`src/hw/cpuDefs_defs.svh`:
```
`ifndef CPU_DEFS_DEFS_SVH
`define CPU_DEFS_DEFS_SVH

////////////////////////////////////////
// ISA sizes
////////////////////////////////////////

// Data word and PC width
`define WORD_W 16

// Architectural registers
`define NUM_REGS 16

// Bits needed to address one register
`define REG_AW 4

// Opcode field in bits 15:12 of the instruction
`define OP_W 4

`endif

```
`src/hw/isaPkg.sv`:
```
`include "cpuDefs_defs.svh"

package isaPkg;

  ////////////////////////////////////////
  // Opcodes
  ////////////////////////////////////////
  typedef enum logic [`OP_W-1:0] {
    ADD    = 4'h0,  // Compute group
    SUB    = 4'h1,
    XOR    = 4'h2,
    RED    = 4'h3,
    SLL    = 4'h4,  // Shift and rotate group
    SRA    = 4'h5,
    ROR    = 4'h6,
    PADDSB = 4'h7,
    LW     = 4'h8,  // Memory group
    SW     = 4'h9,
    LLB    = 4'hA,  // Byte loads into rd
    LHB    = 4'hB,
    B      = 4'hC,  // PC relative branch
    BR     = 4'hD,  // Branch to register
    PCS    = 4'hE,
    HLT    = 4'hF
  } opcode_e;

  // Branch condition in bits 11:9
  typedef enum logic [2:0] {
    NEQ    = 3'd0,
    EQ     = 3'd1,
    GT     = 3'd2,
    LT     = 3'd3,
    GTE    = 3'd4,
    LTE    = 3'd5,
    OVFL   = 3'd6,
    UNCOND = 3'd7
  } condCode_e;

  // Positions in the 3-bit flags word
  localparam int unsigned flagZ = 2;
  localparam int unsigned flagV = 1;
  localparam int unsigned flagN = 0;

endpackage

```
`src/hw/pipePkg.sv`:
```
`include "cpuDefs_defs.svh"

package pipePkg;
  import isaPkg::*;

  // Control unit output for one instruction
  typedef struct packed {
    opcode_e aluOp;    // ALU function select
    logic    aluSrc;   // Immediate as second ALU operand
    logic    regSrc;   // LLB/LHB read rd as source 1
    logic    zEn;      // Update Z
    logic    nvEn;     // Update N and V
    logic    memEnable;
    logic    memWrite;
    logic    regWrite;
    logic    memToReg; // Load data goes to rd
    logic    hlt;
    logic    pcs;
    logic    branch;   // B or BR
  } ctrlWord_t;

  ////////////////////////////////////////
  // Bundles handed to later stages
  ////////////////////////////////////////
  typedef struct packed {
    logic [`REG_AW-1:0] srcReg1;   // For forwarding checks
    logic [`REG_AW-1:0] srcReg2;
    logic [`WORD_W-1:0] aluIn1;
    logic [`WORD_W-1:0] aluImm;
    logic [`WORD_W-1:0] aluIn2;
    opcode_e            aluOp;
    logic               aluSrc;
    logic               zEn;
    logic               nvEn;
  } exStage_t;

  typedef struct packed {
    logic [`WORD_W-1:0] memWriteData;  // Store data from rd
    logic               memEnable;
    logic               memWrite;
  } memStage_t;

  typedef struct packed {
    logic [`REG_AW-1:0] regRd;
    logic               regWrite;
    logic               memToReg;
    logic               hlt;
    logic               pcs;
  } wbStage_t;

  // Branch outcome and predictor update
  typedef struct packed {
    logic               actualTaken;
    logic               wenBht;        // Train direction table
    logic [`WORD_W-1:0] branchTarget;
    logic               wenBtb;        // Train target buffer
    logic [`WORD_W-1:0] actualTarget;  // Where fetch should be
  } branchRes_t;

endpackage

```
`src/hw/decodeIfs.sv`:
```
`timescale 1ns/1ps
`include "cpuDefs_defs.svh"

// Two read ports of the register file
interface regReadIf (
  input logic clk
);
  logic [`REG_AW-1:0] srcReg1;   // Port 1 address
  logic [`REG_AW-1:0] srcReg2;   // Port 2 address
  logic [`WORD_W-1:0] srcData1;  // Port 1 data
  logic [`WORD_W-1:0] srcData2;  // Port 2 data

  modport decoder (input clk, output srcReg1, srcReg2, input srcData1, srcData2);
  modport file (input clk, input srcReg1, srcReg2, output srcData1, srcData2);
endinterface

// Operands for the branch resolver and its result
interface branchIf;
  import isaPkg::*;
  import pipePkg::*;

  condCode_e          cond;
  logic [8:0]         offset;           // Word offset for B
  logic [`WORD_W-1:0] rsData;           // Target for BR
  logic               isBr;
  logic               branch;
  logic [2:0]         flags;            // Z V N
  logic [`WORD_W-1:0] predictedTarget;
  logic [`WORD_W-1:0] pcNext;
  branchRes_t         res;

  modport decoder (output cond, offset, rsData, isBr, branch, flags, predictedTarget, pcNext,
                   input res);
  modport resolver (input cond, offset, rsData, isBr, branch, flags, predictedTarget, pcNext,
                    output res);
endinterface

```
`src/hw/controlUnit.sv`:
```
`timescale 1ns/1ps

module controlUnit (
  input  isaPkg::opcode_e    opcode,  // Bits 15:12
  output pipePkg::ctrlWord_t ctrl     // Decoded control fields
);
  import isaPkg::*;

  ////////////////////////////////////////
  // Opcode lookup
  ////////////////////////////////////////
  always_comb begin
    ctrl       = '0;      // Everything off unless the opcode sets it
    ctrl.aluOp = opcode;  // ALU decodes its own function
    unique case (opcode)
      ADD, SUB: begin
        ctrl.regWrite = 1'b1;
        ctrl.zEn      = 1'b1;
        ctrl.nvEn     = 1'b1;  // Only arithmetic sets N and V
      end
      XOR: begin
        ctrl.regWrite = 1'b1;
        ctrl.zEn      = 1'b1;
      end
      RED, PADDSB: begin
        ctrl.regWrite = 1'b1;  // No flag update
      end
      SLL, SRA, ROR: begin
        ctrl.regWrite = 1'b1;
        ctrl.aluSrc   = 1'b1;  // Shift amount in the imm field
        ctrl.zEn      = 1'b1;
      end
      LW: begin
        ctrl.regWrite  = 1'b1;
        ctrl.memEnable = 1'b1;
        ctrl.memToReg  = 1'b1;
        ctrl.aluSrc    = 1'b1;  // Base plus offset
      end
      SW: begin
        ctrl.memEnable = 1'b1;
        ctrl.memWrite  = 1'b1;
        ctrl.aluSrc    = 1'b1;
      end
      LLB, LHB: begin
        ctrl.regWrite = 1'b1;
        ctrl.aluSrc   = 1'b1;  // 8-bit immediate
        ctrl.regSrc   = 1'b1;  // Old rd value is merged
      end
      B, BR: begin
        ctrl.branch = 1'b1;    // Resolved here in decode
      end
      PCS: begin
        ctrl.regWrite = 1'b1;
        ctrl.pcs      = 1'b1;  // Writes next PC to rd
      end
      HLT: begin
        ctrl.hlt = 1'b1;
      end
    endcase
  end

endmodule

```
`src/hw/branchControl.sv`:
```
`timescale 1ns/1ps
`include "cpuDefs_defs.svh"

module branchControl (
  branchIf.resolver br  // Operands in and result out
);
  import isaPkg::*;

  logic               condMet;     // Flags satisfy the condition
  logic               taken;       // Branch instruction and condition met
  logic [`WORD_W-1:0] offsetExt;   // Byte offset
  logic [`WORD_W-1:0] target;      // Where the branch goes if taken
  logic               zf;
  logic               vf;
  logic               nf;

  assign zf = br.flags[flagZ];
  assign vf = br.flags[flagV];
  assign nf = br.flags[flagN];

  ////////////////////////////////////////
  // Condition evaluation
  ////////////////////////////////////////
  always_comb begin
    unique case (br.cond)
      NEQ:     condMet = ~zf;
      EQ:      condMet = zf;
      GT:      condMet = ~zf & ~nf;
      LT:      condMet = nf;
      GTE:     condMet = zf | (~zf & ~nf);
      LTE:     condMet = nf | zf;
      OVFL:    condMet = vf;
      UNCOND:  condMet = 1'b1;
      default: condMet = 1'b0;  // Unreachable with a legal cond
    endcase
  end

  assign taken = br.branch & condMet;

  // Offset counts instructions so shift by one for bytes
  assign offsetExt = {{(`WORD_W - 10){br.offset[8]}}, br.offset, 1'b0};

  // BR jumps to rs and B is relative to the next PC
  assign target = br.isBr ? br.rsData : (br.pcNext + offsetExt);

  ////////////////////////////////////////
  // Result and predictor training
  ////////////////////////////////////////
  always_comb begin
    br.res.actualTaken  = taken;
    br.res.branchTarget = target;
    br.res.actualTarget = taken ? target : br.pcNext;  // Fall through when not taken
    br.res.wenBht       = br.branch;  // Every branch trains direction
    // Target buffer only learns when the guess was wrong
    br.res.wenBtb       = taken & (target != br.predictedTarget);
  end

endmodule

```
`src/hw/registerFile.sv`:
```
`timescale 1ns/1ps
`include "cpuDefs_defs.svh"

module registerFile (
  input logic               clk,
  input logic               rstN,
  regReadIf.file            rd,           // Two combinational read ports
  input logic               wbRegWrite,   // Write strobe from writeback
  input logic [`REG_AW-1:0] wbRegRd,
  input logic [`WORD_W-1:0] wbWriteData
);

  logic [`WORD_W-1:0] regs [`NUM_REGS];

  // One read port with register 0 forced low and write-through bypass
  function automatic logic [`WORD_W-1:0] readReg(input logic [`REG_AW-1:0] addr);
    if (addr == '0) return '0;
    if (wbRegWrite && (wbRegRd == addr)) return wbWriteData;  // Same cycle write
    return regs[addr];
  endfunction

  always_ff @(posedge clk or negedge rstN) begin
    if (!rstN) begin
      for (int i = 0; i < `NUM_REGS; i++) begin
        regs[i] <= '0;
      end
    end else if (wbRegWrite && (wbRegRd != '0)) begin  // Register 0 ignores writes
      regs[wbRegRd] <= wbWriteData;
    end
  end

  always_comb begin
    rd.srcData1 = readReg(rd.srcReg1);
    rd.srcData2 = readReg(rd.srcReg2);
  end

endmodule

```
`src/hw/decodeStage.sv`:
```
`timescale 1ns/1ps
`include "cpuDefs_defs.svh"

module decodeStage (
  input  logic                clk,
  input  logic                rstN,
  input  logic [`WORD_W-1:0]  pcCurr,           // PC fetched this cycle
  input  logic [`WORD_W-1:0]  pcInst,           // Instruction word
  input  logic [`WORD_W-1:0]  pcNext,           // Address after this instruction
  input  logic [2:0]          flags,            // Z V N
  input  logic [`WORD_W-1:0]  predictedTarget,  // Predictor guess for this instruction
  input  logic                wbRegWrite,
  input  logic [`REG_AW-1:0]  wbRegRd,
  input  logic [`WORD_W-1:0]  wbWriteData,
  output pipePkg::exStage_t   exSignals,
  output pipePkg::memStage_t  memSignals,
  output pipePkg::wbStage_t   wbSignals,
  output pipePkg::branchRes_t branchOut,
  output logic                updatePc          // Redirect fetch to actualTarget
);
  import isaPkg::*;
  import pipePkg::*;

  ctrlWord_t          ctrl;
  logic               isNop;     // All-zero word
  logic [`REG_AW-1:0] regRd;
  logic [`REG_AW-1:0] regRs;
  logic [`REG_AW-1:0] regRt;
  logic [`WORD_W-1:0] immExt;    // 4-bit field extended
  logic [`WORD_W-1:0] aluImm;

  regReadIf rdIf (.clk(clk));
  branchIf  brIf ();

  ////////////////////////////////////////
  // Fields and control
  ////////////////////////////////////////
  assign isNop = (pcInst == '0);
  assign regRd = pcInst[11:8];
  assign regRs = pcInst[7:4];
  assign regRt = pcInst[3:0];

  controlUnit iCtrl (
    .opcode (opcode_e'(pcInst[15:12])),
    .ctrl   (ctrl)
  );

  // LLB and LHB merge into rd so they read it
  assign rdIf.srcReg1 = ctrl.regSrc ? regRd : regRs;
  assign rdIf.srcReg2 = ctrl.memWrite ? regRd : regRt;  // SW stores rd

  registerFile iRegFile (
    .clk         (clk),
    .rstN        (rstN),
    .rd          (rdIf.file),
    .wbRegWrite  (wbRegWrite),
    .wbRegRd     (wbRegRd),
    .wbWriteData (wbWriteData)
  );

  // Memory offsets are signed
  assign immExt = ctrl.memEnable ? {{(`WORD_W - 4){pcInst[3]}}, pcInst[3:0]}
                                 : {{(`WORD_W - 4){1'b0}}, pcInst[3:0]};
  assign aluImm = ctrl.regSrc ? {{(`WORD_W - 8){1'b0}}, pcInst[7:0]} : immExt;

  ////////////////////////////////////////
  // Branch resolution
  ////////////////////////////////////////
  assign brIf.cond            = condCode_e'(pcInst[11:9]);
  assign brIf.offset          = pcInst[8:0];
  assign brIf.rsData          = rdIf.srcData1;  // rs is port 1 for branches
  assign brIf.isBr            = pcInst[12];     // Splits BR from B
  assign brIf.branch          = ctrl.branch;
  assign brIf.flags           = flags;
  assign brIf.predictedTarget = predictedTarget;
  assign brIf.pcNext          = pcNext;

  branchControl iBranch (.br(brIf.resolver));

  assign branchOut = brIf.res;
  assign updatePc  = ctrl.branch & (pcCurr != brIf.res.actualTarget);  // Fetched the wrong PC

  // Bundles for later stages, zero for a NOP
  always_comb begin
    exSignals  = '0;
    memSignals = '0;
    wbSignals  = '0;
    if (!isNop) begin
      exSignals.srcReg1       = rdIf.srcReg1;
      exSignals.srcReg2       = rdIf.srcReg2;
      exSignals.aluIn1        = rdIf.srcData1;
      exSignals.aluImm        = aluImm;
      exSignals.aluIn2        = rdIf.srcData2;  // EX picks imm or reg by aluSrc
      exSignals.aluOp         = ctrl.aluOp;
      exSignals.aluSrc        = ctrl.aluSrc;
      exSignals.zEn           = ctrl.zEn;
      exSignals.nvEn          = ctrl.nvEn;
      memSignals.memWriteData = rdIf.srcData2;
      memSignals.memEnable    = ctrl.memEnable;
      memSignals.memWrite     = ctrl.memWrite;
      wbSignals.regRd         = regRd;
      wbSignals.regWrite      = ctrl.regWrite;
      wbSignals.memToReg      = ctrl.memToReg;
      wbSignals.hlt           = ctrl.hlt;
      wbSignals.pcs           = ctrl.pcs;
    end
  end

endmodule

```
`src/hw/decodeTop.sv`:
```
`timescale 1ns/1ps
`include "cpuDefs_defs.svh"

module decodeTop (
  input  logic                clk,
  input  logic                rstN,             // Clears the register file

  // Fetch side
  input  logic [`WORD_W-1:0]  pcCurr,
  input  logic [`WORD_W-1:0]  pcInst,
  input  logic [`WORD_W-1:0]  pcNext,
  input  logic [2:0]          flags,            // From the EX flag register
  input  logic [`WORD_W-1:0]  predictedTarget,

  // Writeback port
  input  logic                wbRegWrite,
  input  logic [`REG_AW-1:0]  wbRegRd,
  input  logic [`WORD_W-1:0]  wbWriteData,

  // To the ID/EX register
  output pipePkg::exStage_t   exSignals,
  output pipePkg::memStage_t  memSignals,
  output pipePkg::wbStage_t   wbSignals,

  // To fetch and the predictor
  output pipePkg::branchRes_t branchOut,
  output logic                updatePc
);

  ////////////////////////////////////////
  // Decode stage
  ////////////////////////////////////////
  decodeStage iStage (
    .clk             (clk),
    .rstN            (rstN),
    .pcCurr          (pcCurr),
    .pcInst          (pcInst),
    .pcNext          (pcNext),
    .flags           (flags),
    .predictedTarget (predictedTarget),
    .wbRegWrite      (wbRegWrite),
    .wbRegRd         (wbRegRd),
    .wbWriteData     (wbWriteData),
    .exSignals       (exSignals),
    .memSignals      (memSignals),
    .wbSignals       (wbSignals),
    .branchOut       (branchOut),
    .updatePc        (updatePc)
  );

endmodule

```
`config.mk`:
```
export PLATFORM = sky130hd
export DESIGN_NAME = decodeTop
export DESIGN_NICKNAME = d
export VERILOG_FILES = /design/src/hw/isaPkg.sv /design/src/hw/pipePkg.sv /design/src/hw/decodeIfs.sv /design/src/hw/controlUnit.sv /design/src/hw/branchControl.sv /design/src/hw/registerFile.sv /design/src/hw/decodeStage.sv /design/src/hw/decodeTop.sv
export VERILOG_INCLUDE_DIRS = /design/src /design/src/hw
export SDC_FILE = /design/constraint.sdc
export NUM_CORES = 1
export LEC_CHECK = 0
export BUFFER_PORTS_ARGS = -buffer_cell sky130_fd_sc_hd__buf_2
export CORE_ASPECT_RATIO = 1.4
export CORE_MARGIN = 1.5
export CORE_UTILIZATION = 50
export CTS_BUF_LIST = sky130_fd_sc_hd__clkbuf_8
export CTS_CLUSTER_DIAMETER = 60
export DETAILED_ROUTE_END_ITERATION = 12
export HOLD_SLACK_MARGIN = 0.03
export PLACE_DENSITY_LB_ADDON = 0.08
export SKIP_CTS_REPAIR_TIMING = 1
export SLEW_MARGIN = 20
export SYNTH_ARGS = -nofsm -noshare
export SYNTH_HDL_FRONTEND = slang
export SYNTH_SLANG_ARGS = --single-unit
export TNS_END_PERCENT = 100
```
`constraint.sdc`:
```
create_clock -name clk -period 11.4 [get_ports clk]
set_clock_uncertainty 0.2 [all_clocks]
set_input_delay 2.28 -clock clk [delete_from_list [all_inputs] [get_ports clk]]
set_output_delay 2.28 -clock clk [all_outputs]
set_load 0.1 [all_outputs]
```
Yosys cells after proc, flatten, opt, wreduce, memory -nomap -nowiden
Index checks and enable logic that the tools add are counted.
Widths: inputs -> output; s select.
- register bits: 256
- output and inout bits: 125
- logic and storage cells: 119
- add/sub/neg operators: 1
- order comparisons: 4
- equal/unequal tests: 26
- muxes and demuxes: 44
- bitwise operators: 11
- reduce and logical (&&, ||, !) cells: 17
- operators by type and width (cell ; count):
    $mux 16 ; 17
    $bwmux 256 ; 1
    $bmux 16 s4 ; 2
    $demux 16 s4 ; 1
    $mux 63 ; 1
    $eq 4x4->1 const B ; 8
    $ne 16x16->1 ; 2
    $mux 18 ; 1
    $mux 1 ; 17
    $add 16x16->16 ; 1
    $eq 4x3->1 const B ; 4
    $logic_not 16->1 ; 1
    $ge 5x5->1 const B ; 3
    $not 4->5 ; 3
    $eq 3x3->1 const B ; 4
    $logic_not 4->1 ; 3
    $reduce_or 12->1 ; 1
    $eq 4x2->1 const B ; 2
    $eq 4x4->1 ; 2
    $mux 4 ; 2
    $mux 8 ; 1
    $pmux 1 s8 ; 1
    $reduce_or 2->1 ; 4
    $reduce_or 7->1 ; 1
    11 further kinds ; 20

Depth between registers and ports, before layout
Gate-level depths: netlist of run 1.
- depth after elaboration: 14
- mapped depth: 16

Hierarchy
Synthesis of run 1 repeated with hierarchy kept, for this count alone.
- cell total of the unflattened synthesis: 1462
- area total of the unflattened synthesis: 17217.8 um^2
- by module, submodules not included (module ; instances ; cells each ; area each (um^2) ; sequential area each (um^2)):
    registerFile ; 1 ; 1048 ; 14052.2 ; 6406.1
    branchControl ; 1 ; 260 ; 1899.3 ; 0.0
    decodeStage ; 1 ; 134 ; 1133.6 ; 0.0
    controlUnit ; 1 ; 20 ; 132.6 ; 0.0

Worst setup path before layout of run 1
OpenSTA, ideal clock, no wires.
- path type: input to output
- start: in pcInst[13]
- end: out branchOut[16] (netlist bit)
- data arrival time: 9699 ps
- setup slack: -779 ps
- stages: 16
- cells stage by stage: and3b_1 > buf_4 > mux2i_4 > inv_2 > buf_6 > buf_4 > buf_4 > buf_2 > nand2_1 > a31oi_1 > a32oi_1 > a31oi_1 > nor2_1 > o22ai_1 > xnor2_1 > a41oi_1
- RTL lines (what ; RTL line ; source):
    start, declared ; decodeTop.sv:10 ; input logic [`WORD_W-1:0] pcInst,
    end, declared ; decodeTop.sv:26 ; output pipePkg::branchRes_t branchOut,

Worst setup path in the final report of run 1
- start: in pcInst[15]
- end: out updatePc
- longest elaborated chain between the ends: 14
- elaborated cells on any way between the ends: 27
- those cells by class: eq/ne (6); mux (14); bitwise (3); reduce/logical (4)
- RTL lines (what ; RTL line ; source):
    $eq 4x4->1 ; controlUnit.sv:15 ; unique case (opcode)
    $reduce_or 2->1 ; controlUnit.sv:15 ;
    $mux 1 ; controlUnit.sv:15 ;
    $mux 4 ; decodeStage.sv:49 ; assign rdIf.srcReg1 = ctrl.regSrc ? regRd : regRs;
    $not 4->5 (not written as such) or $eq 4x4->1 (tied branches) ; registerFile.sv:19, registerFile.sv:18 ;
    $bmux 16 s4 or $logic_and 1x1->1 (tied branches) ; registerFile.sv:19, registerFile.sv:18 ;
    $mux 16 (not written as such) or $mux 1 (tied branches) (2 in series) ; registerFile.sv:19, registerFile.sv:18 ;
    $mux 16 ; registerFile.sv:19 ; return regs[addr];
    $mux 16 ; registerFile.sv:18 ; if (wbRegWrite && (wbRegRd == addr)) return wbWriteData;
    $mux 16 ; branchControl.sv:44 ; assign target = br.isBr ? br.rsData : (br.pcNext + offsetExt);
    $mux 16 ; branchControl.sv:52 ; br.res.actualTarget = taken ? target : br.pcNext;
    $ne 16x16->1 ; decodeStage.sv:81 ; assign updatePc = ctrl.branch & (pcCurr != brIf.res.actualTarget);
    $and 1x1->1 (*) ; decodeStage.sv:81 ;
    end, declared ; decodeTop.sv:27 ; output logic updatePc
Every way passes the cells marked *; elsewhere a longest branch is shown, timed or not. The select of a mux whose other input is x is not followed.

==> flow_metrics.py, run 1 <==
metrics = {
    "run_status": {
        "status": "completed",
    },
    "pwr": {
        "p_total_mw": 3.414,
        "leakagePower_nw": 8.926,
        "irDropWorstVdd_mv": 0.1396,
        "p_per_area_nw_per_um2": 171.7,
    },
    "sta": {
        "max_freq_ghz": 0.1018,
        "grt_setup_unrepaired": "no",
        "setup_tns_ns": 0,
        "hold_ws_ns": 0.2007,
        "fin_ws_ns": 1.572,
        "setup_viol": 0,
        "slew_headroom_pct": 34.41,
        "hold_viol_final": 0,
        "fin_crit_ns": 9.828,
        "drv_slew": 0,
        "period_share_pct": 86.21,
        "tightestPinTransition_ns": 0.9815,
    },
    "final_layout": {
        "largest_reg_flops": 256,
        "finalNetCount": 2268,
        "reg_top3": "iStage.iRegFile.regs (256)",
        "fin_util_pct": 55.87,
        "drive_gt1_share_pct": 26.69,
        "areaGrowthSynthToFinish_pct": 10.47,
        "fillers": 3315,
        "regMostFlops": "iStage.iRegFile.regs",
    },
    "floorplanning": {
        "die_area_um2": 37170,
        "coreArea_um2": 35600,
        "num_rows": 82,
        "io_pins": 215,
        "start_util_pct": 50.57,
        "die_h_um": 227.5,
        "die_w_um": 163.4,
    },
    "clock_tree": {
        "cts_tree": "built",
        "clockBufferDepth": 3,
        "numCtsBuffers": 41,
        "root_buffer": "clkbuf_8",
        "clk_pin_slew_ns": 0.05,
        "clk_latency_ns": 0.57,
        "cts_sinks": 256,
        "cts_max_level": 2,
    },
    "flow_run": {
        "max-cap-violations": 0,
    },
    "grt": {
        "antenna_found_initial": 1,
        "use_met3_pct": 6.686,
        "grt_pass1_wl_um": 103500,
        "met1_usage_pct": 45.31,
        "globalRouteOverflowTotal": 0,
        "grt_max_degree": 82,
        "grt_util_all_layers_pct": 37.67,
        "grt_busiest_layer": "met2",
        "use_met2_pct": 62.03,
        "grt_pass1_vias": 16450,
    },
    "drt": {
        "ant_nets": 0,
        "vias_per_cell": 6.500,
        "drt-pass1-iter-count": 5,
        "drc": 0,
        "totalWireLength_um": 70630,
        "via_count": 17230,
        "dr.first_iter.drc_count": 1554,
        "wl_per_cell_um": 26.64,
    },
    "synth": {
        "ys_seq_area_share_pct": 35.58,
        "synth_top_family_by_area": "multiplexers",
        "synth-seq-cells": 256,
        "syn-num-nets": 2179,
        "yosys_warnings": 0,
        "syn_area_um2": 18000,
        "synth-compound-area-share_pct": 14.04,
        "syn_avg_cell_area_um2": 8.681,
        "synth-edff-count": 0,
        "synth_mux_area_share_pct": 20.24,
        "ys.flop_type": "dfrtp_1",
        "synth_top_area_share_pct": 35.58,
        "synth_common_cells": "nand2_1, dfrtp_1, mux2_2",
        "async_reset_ff_share_pct": 100.0,
        "syn-instance-count": 2074,
        "synth_simple_gate_area_share_pct": 19.65,
        "synth_area_leaders": "dfrtp_1, mux2_2, nand2_1",
        "ys_types": 78,
        "synth_adder_area_share_pct": 1.140,
        "synth_xor_area_share_pct": 2.821,
        "synth.most_common_cell": "nand2_1",
        "synth_top_area_cell": "dfrtp_1",
    },
    "critical_path": {
        "crit_required_ns": 8.92,
        "critPathLaunchType": "primary input",
        "reg2reg_from": "iStage.iRegFile.regs[113]",
        "critPathArrivalTime_ns": 7.35,
        "worstSetupPathType": "in -> out",
        "r2r_setup_slack_ns": 10.38,
        "worst_setup_path_end_kind": "output port",
        "r2r_cells": 1,
        "rr_endpoint": "iStage.iRegFile.regs[113]",
        "cp_max_fo": 34,
    },
    "placement": {
        "dp_hpwl_um": 46460,
        "gp_congestion": 0.9613,
        "io_buffers": 214,
        "dp_slack_ns": 1.702,
    },
    "min_path": {
        "hp-start": "iStage.iRegFile.regs[254]",
        "hold_path.class": "reg -> reg",
        "worstHoldPathCells": 0,
        "hold-path-endpoint": "iStage.iRegFile.regs[254]",
    },
}
layout make-up:
cell class              count  area (um^2)  share of cell area, %
repair buffers            260         1439                  7.235
diodes                      1        2.502                0.01258
clock inverters            19        75.07                 0.3775
flip-flops and latches    256         6406                  32.21
multi-input cells        1566        10570                  53.12
well taps                 462        578.1                  2.906
clock buffers              49        674.4                  3.391
inverters                  38        148.9                 0.7486
worst max-delay path by stage:
stage	startpoint	end	slack (ns)
6_report	pcInst[15]	updatePc	1.57
3_5_place_dp	pcInst[15]	updatePc	1.70
5_1_grt	pcInst[15]	updatePc	1.41
4_1_cts	pcInst[15]	updatePc	1.71
3_3_place_gp	pcInst[13]	branchOut[16]	1.82
2_1_floorplan	pcInst[13]	branchOut[14]	0.41
cell usage in the layout, fill, tap and decap left out, types with 32 or more instances in the layout:
master    count
a21oi_1      84
o21ai_0      52
o22ai_1      40
nand2b_1     45
dfrtp_1     256
clkbuf_8     49
mux2_2      233
nand2_1     429
nor2_1       87
nand3_1      92
and3_1       41
xnor2_1      32
buf_2       213
inv_1        48
mux2i_1      88
a311oi_1     53
buf_4        45
where the power goes:
part / switching, mW / internal, mW / total, mW / leakage [nW]
registers: 0.161 / 1.11 / 1.27 / 3.18
clock network: 0.374 / 0.386 / 0.759 / 0.449
logic: 0.968 / 0.420 / 1.39 / 5.30
layer usage:
metal | part of all wire [%] | wire length, um
met1 | 38 | 26600
met2 | 47 | 33230
met3 | 8.5 | 6006
met4 | 6.8 | 4790
met5 | 0 | 0
critical path, cell delays in order:
cell	delay, ns
buf_2	0.22
nand3b_4	0.43
mux2i_1	0.77
inv_1	0.45
nand2_1	0.46
o22ai_1	0.14
or4_1	0.57
a221oi_1	0.34
nand4_1	0.14
a2111oi_0	0.65
nand4_1	0.26
nor4_2	0.19
o2bb2ai_1	0.11
buf_2	0.30
cell families (layout without fill, tap and decap cells):
group / count (synthesis) / count (layout)
other: 0 / 1
buffers and inverters: 252 / 366
AOI/OAI and AO/OA: 372 / 372
and+or+nand+nor: 790 / 790
muxes: 330 / 330
xor gates and xnor gates: 58 / 58
DFF: 256 / 256
adders and majority gates: 16 / 16
stage by stage:
step,area (um^2),std cells
finish,19890,2651
global route,19890,2651
floorplan,18020,2074
global placement,19140,2582
CTS,19890,2650
detailed placement,19140,2582
(Power assumes the default switching activity.)
==> run 2, diff against run 1 <==
--- a/config.mk
+++ b/config.mk
@@ -7,10 +7,11 @@
 export NUM_CORES = 1
 export LEC_CHECK = 0
 export BUFFER_PORTS_ARGS = -buffer_cell sky130_fd_sc_hd__buf_2
+export CELL_PAD_IN_SITES_DETAIL_PLACEMENT = 0
+export CELL_PAD_IN_SITES_GLOBAL_PLACEMENT = 2
 export CORE_ASPECT_RATIO = 1.4
 export CORE_MARGIN = 1.5
-export CORE_UTILIZATION = 50
-export CTS_BUF_LIST = sky130_fd_sc_hd__clkbuf_8
+export CORE_UTILIZATION = 39
 export CTS_CLUSTER_DIAMETER = 60
 export DETAILED_ROUTE_END_ITERATION = 12
 export HOLD_SLACK_MARGIN = 0.03
==> run 2 against run 1 <==
  * Clock-buffer cell count down 5
  * Cell count increased by 5.4%
  * Register-to-register slack about the same
  * Global-route usage fell by 6.0 points
  * Die area grew 28%
  * Combinational power hardly changed
  * Sequential share of layout area is 0.76 points lower
  * Worst hold slack lost 0.0010 ns
  * Sequential power hardly changed
  * Clock power up 30%
  * Largest cell class unchanged
  * Largest power group unchanged
==> flow_metrics.py, run 2 (synthesis results as in run 1) <==
metrics = {
    "drt": {
        "dr.first_iter.drc_count": 1126,
        "drc": 0,
        "vias_per_cell": 6.002,
        "ant_nets": 0,
        "totalWireLength_um": 75750,
        "via_count": 16760,
        "drt-pass1-iter-count": 7,
        "wl_per_cell_um": 27.12,
    },
    "clock_tree": {
        "cts_tree": "built",
        "cts_sinks": 256,
        "cts_max_level": 1,
        "root_buffer": "clkbuf_16",
        "clk_pin_slew_ns": 0.06,
        "clk_latency_ns": 0.57,
        "numCtsBuffers": 30,
        "clockBufferDepth": 3,
    },
    "sta": {
        "hold_viol_final": 0,
        "slew_headroom_pct": 29.35,
        "fin_crit_ns": 9.838,
        "grt_setup_unrepaired": "no",
        "max_freq_ghz": 0.1016,
        "drv_slew": 0,
        "period_share_pct": 86.30,
        "setup_viol": 0,
        "fin_ws_ns": 1.562,
        "tightestPinTransition_ns": 1.052,
        "setup_tns_ns": 0,
    },
    "pwr": {
        "p_per_area_nw_per_um2": 178.8,
        "irDropWorstVdd_mv": 0.1141,
        "p_total_mw": 3.641,
        "leakagePower_nw": 8.980,
    },
    "critical_path": {
        "reg2reg_from": "iStage.iRegFile.regs[186]",
        "cp-startpoint": "pcInst[13]",
        "worst_setup_path_end_kind": "output port",
        "critPathLaunchType": "primary input",
        "r2r_setup_slack_ns": 10.38,
        "cp_max_fo": 34,
        "crit_required_ns": 8.92,
        "worstSetupPathType": "in -> out",
        "rr_endpoint": "iStage.iRegFile.regs[186]",
        "critPathArrivalTime_ns": 7.36,
        "r2r_cells": 1,
    },
    "placement": {
        "io_buffers": 214,
        "dp_slack_ns": 1.666,
        "dp_hpwl_um": 50290,
        "placedInstanceArea_um2": 19380,
        "gp_congestion": 0.9407,
    },
    "floorplanning": {
        "start_util_pct": 39.27,
        "io_pins": 215,
        "die_w_um": 184.6,
        "coreArea_um2": 45850,
        "die_h_um": 257.2,
        "die_area_um2": 47480,
        "num_rows": 93,
    },
    "final_layout": {
        "fillers": 4667,
        "final_cell_mix": "nand2_1, dfrtp_1, mux2_2",
        "layout_commonest_cell": "nand2_1",
        "regMostFlops": "iStage.iRegFile.regs",
        "fin_util_pct": 44.42,
        "finalNetCount": 2260,
        "areaGrowthSynthToFinish_pct": 13.12,
        "drive_gt1_share_pct": 26.76,
        "largest_reg_flops": 256,
        "reg_top3": "iStage.iRegFile.regs (256)",
        "final_area_um2": 20370,
    },
    "min_path": {
        "hold-path-endpoint": "iStage.iRegFile.regs[255]",
        "hp-start": "iStage.iRegFile.regs[255]",
        "worstHoldPathCells": 0,
        "hold_path.class": "reg -> reg",
    },
    "grt": {
        "grt_max_degree": 180,
        "antenna_found_initial": 2,
        "grt_util_all_layers_pct": 31.68,
        "grt_pass1_wl_um": 111300,
        "globalRouteOverflowTotal": 0,
        "grt_pass1_vias": 16610,
    },
    "flow_run": {
        "max-cap-violations": 0,
    },
    "run_status": {
        "status": "completed",
    },
}
run 2: final cells by class:
type                    count  area, um^2  share of cell area, %
diodes                      1       2.502                0.01229
clock buffers              44       884.6                  4.343
clock inverters             8       100.1                 0.4915
inverters                  38       148.9                 0.7311
multi-input cells        1566       10580                  51.94
flip-flops and latches    256        6406                  31.45
well taps                 617       772.0                  3.790
repair buffers            263        1474                  7.237
run 2: through the flow:
stage                     std cells  hold slack [ns]
after floorplan                2074           0.2463
after global placement         2740           0.1820
after detailed placement       2740           0.1884
after CTS                      2792           0.2017
after global routing           2792           0.2123
final                          2793           0.1996
run 2: worst max path at each step:
| stage | to | slack, ns | depth (start not counted) |
|---|---|---|---|
| floorplan | branchOut[14] | 0.41 | 16 |
| global placement | branchOut[16] | 1.66 | 15 |
| detailed placement | branchOut[16] | 1.67 | 15 |
| CTS | branchOut[16] | 1.63 | 15 |
| global route | branchOut[16] | 1.35 | 15 |
| finish | branchOut[16] | 1.56 | 15 |
run 2: power breakdown:
part / switching, mW / internal [mW]
Sequential: 0.169 / 1.11
Combinational: 0.962 / 0.422
Clock: 0.404 / 0.579
run 2: metal layers:
layer	GRT usage (%)	part of all wire, %	vias to the layer above
met5	0	0.013	-
met1	40.83	42	8496
li1	-	-	7532
met3	3.156	5.0	148
met4	12.89	4.3	2
met2	53.97	49	586
run 2: worst max-delay path, cell delays in order:
cell	delay (ns)
buf_2	0.23
nand3b_4	0.45
mux2i_2	0.37
buf_4	0.35
o22ai_1	0.20
or4_1	0.90
buf_4	0.33
o21ai_1	0.17
a311oi_1	0.11
or2_1	0.32
a2111oi_0	0.50
nand4_1	0.25
nor4_1	0.40
a41oi_2	0.16
buf_2	0.31
==> run 3, diff against run 2 <==
==> constraint.sdc (replaced) <==
create_clock -name clk -period 11.75 [get_ports clk]
set_clock_uncertainty 0.2 [all_clocks]
set_input_delay 2.35 -clock clk [delete_from_list [all_inputs] [get_ports clk]]
set_output_delay 2.35 -clock clk [all_outputs]
set_load 0.1 [all_outputs]
==> run 3 against run 2 <==
  * Setup slack improved by 0.073 ns
  * Sequential share of layout area rose by 0.17 points
  * Wire length fell by 1.1%
  * Sequential cell count did not move
  * Clock-buffer cell count fell by 7
  * Largest power group unchanged
  * Largest cell class unchanged
  * Via count fell by 0.62%
  * Die area did not move
  * Critical path depth rose by 1
  * Design area fell by 0.52%
  * Combinational power fell by 3%
  * Critical path type unchanged
==> flow_metrics.py, run 3 (synthesis results as in run 1) <==
metrics = {
    "pwr": {
        "switchingPower_mw": 1.480,
        "seq_power_share_pct": 35.5,
        "combPwrFrac_pct": 38.3,
        "clkPwrFrac_pct": 26.2,
        "switching_share_pct": 42.42,
        "irDropWorstVdd_mv": 0.1054,
        "p_total_mw": 3.490,
        "internal_power_mw": 2.010,
        "leakagePower_nw": 8.907,
        "p_per_area_nw_per_um2": 172.3,
    },
    "min_path": {
        "worstHoldPathCells": 0,
        "hold-path-endpoint": "iStage.iRegFile.regs[255]",
        "hp-start": "iStage.iRegFile.regs[255]",
        "hold_path.class": "reg -> reg",
    },
    "sta": {
        "fin_crit_ns": 10.11,
        "setup_tns_ns": 0,
        "tightestPinTransition_ns": 1.094,
        "grt_setup_unrepaired": "no",
        "drv_slew": 0,
        "hold_viol_final": 0,
        "setup_viol": 0,
        "max_freq_ghz": 0.09886,
        "slew_headroom_pct": 26.88,
        "period_share_pct": 86.08,
    },
    "placement": {
        "io_buffers": 214,
        "dp_cells": 2732,
        "gp_congestion": 0.9141,
        "dp_hpwl_um": 49510,
        "placedInstanceArea_um2": 19340,
    },
    "critical_path": {
        "r2r_setup_slack_ns": 10.72,
        "path_buf_inv": 5,
        "worstSetupPathType": "in -> out",
        "critPathArrivalTime_ns": 7.56,
        "cp_max_fo": 34,
        "critPathLaunchType": "primary input",
        "r2r_cells": 1,
        "path_delay_family": "buffers and inverters",
        "reg2reg_from": "iStage.iRegFile.regs[135]",
        "worst_setup_path_end_kind": "output port",
        "rr_endpoint": "iStage.iRegFile.regs[135]",
        "crit_required_ns": 9.20,
        "cp_cell_sequence": "buf_2 > nand3b_4 > mux2i_2 > buf_4 > inv_2 > buf_4 > mux2i_1 > o22ai_1 > nor3_1 > a311oi_1 > or2_1 > a2111oi_0 > nand4_1 > nor4_1 > a41oi_1 > buf_2",
        "slowest_delay_ns": 0.58,
        "slowest_stage": "a2111oi_0",
    },
    "final_layout": {
        "layout_commonest_cell": "nand2_1",
        "n_antenna_cell": 0,
        "fin_cells": 2780,
        "final_area_um2": 20260,
        "reg_top3": "iStage.iRegFile.regs (256)",
        "areaGrowthSynthToFinish_pct": 12.53,
        "regMostFlops": "iStage.iRegFile.regs",
        "drive_gt1_share_pct": 26.31,
        "finalNetCount": 2250,
        "fillers": 4679,
        "largest_reg_flops": 256,
        "final_cell_mix": "nand2_1, dfrtp_1, mux2_2",
    },
    "flow_run": {
        "max-cap-violations": 0,
    },
    "floorplanning": {
        "die_area_um2": 47480,
        "io_pins": 215,
        "coreArea_um2": 45850,
        "start_util_pct": 39.27,
        "die_w_um": 184.6,
        "num_rows": 93,
        "die_h_um": 257.2,
    },
    "run_status": {
        "status": "completed",
    },
    "grt": {
        "grt_util_all_layers_pct": 31.29,
        "grt_pass1_wl_um": 109800,
        "grt_pass1_vias": 16480,
        "antenna_found_initial": 1,
        "grt_max_degree": 130,
        "globalRouteOverflowTotal": 0,
    },
    "drt": {
        "drc": 0,
        "wl_per_cell_um": 26.96,
        "vias_per_cell": 5.993,
        "dr.first_iter.drc_count": 1358,
        "ant_nets": 0,
        "drt-pass1-iter-count": 5,
        "totalWireLength_um": 74940,
        "via_count": 16660,
    },
    "clock_tree": {
        "cts_tree": "built",
        "cts_max_level": 1,
        "numCtsBuffers": 28,
        "clk_latency_ns": 0.57,
        "clk_pin_slew_ns": 0.06,
        "root_buffer": "clkbuf_16",
        "clockBufferDepth": 3,
        "cts_sinks": 256,
    },
}
run 3: changes by cell type in the layout (fill, tap and decap cells not counted), moves of 2 or more:
cell and change:
buf_4 -10, clkbuf_16 -2, clkbuf_8 -4, nor2_2 -3, nor2_4 +3
run 3: per-stage QoR:
stage	hold slack [ns]	setup slack, ns	util [%]
floorplan	0.2463	0.1583	-
global placement	0.1830	1.777	42.18
detailed placement	0.1862	1.708	42.18
CTS	0.2009	1.704	44.18
global route	0.2145	1.489	44.19
finish	0.1999	1.635	44.19
run 3: worst max path at each step:
stage,from,to,depth (start not counted)
final,pcInst[13],branchOut[16],16
after global routing,pcInst[13],branchOut[16],16
after CTS,pcInst[13],branchOut[16],16
after detailed placement,pcInst[13],branchOut[16],16
after global placement,pcInst[13],branchOut[16],16
after floorplan,pcInst[13],branchOut[16],16
run 3: layout make-up:
class | instances | area [um^2] | area share, %
flip-flops and latches | 256 | 6406 | 31.62
repair buffers | 255 | 1430 | 7.059
clock buffers | 37 | 775.7 | 3.829
multi-input cells | 1566 | 10590 | 52.24
well taps | 617 | 772.0 | 3.810
clock inverters | 11 | 142.6 | 0.7040
inverters | 38 | 148.9 | 0.7349
run 3: power by group through the flow:
| stage | clock, mW | combinational [mW] | sequential [mW] |
|---|---|---|---|
| after floorplan | 0 | 1.05 | 1.19 |
| after CTS | 0.931 | 1.34 | 1.24 |
| after global placement | 0 | 1.32 | 1.25 |
| final | 0.913 | 1.34 | 1.24 |
| after detailed placement | 0 | 1.33 | 1.25 |
| after global routing | 0.964 | 1.42 | 1.27 |
run 3: routing by layer:
metal | vias to the layer above | track usage [%] | part of all wire, %
met2 | 684 | 53.51 | 49
met4 | 0 | 15.35 | 5.0
li1 | 7511 | - | -
met1 | 8310 | 39.15 | 40
met3 | 155 | 3.043 | 5.7
met5 | - | 0 | 0
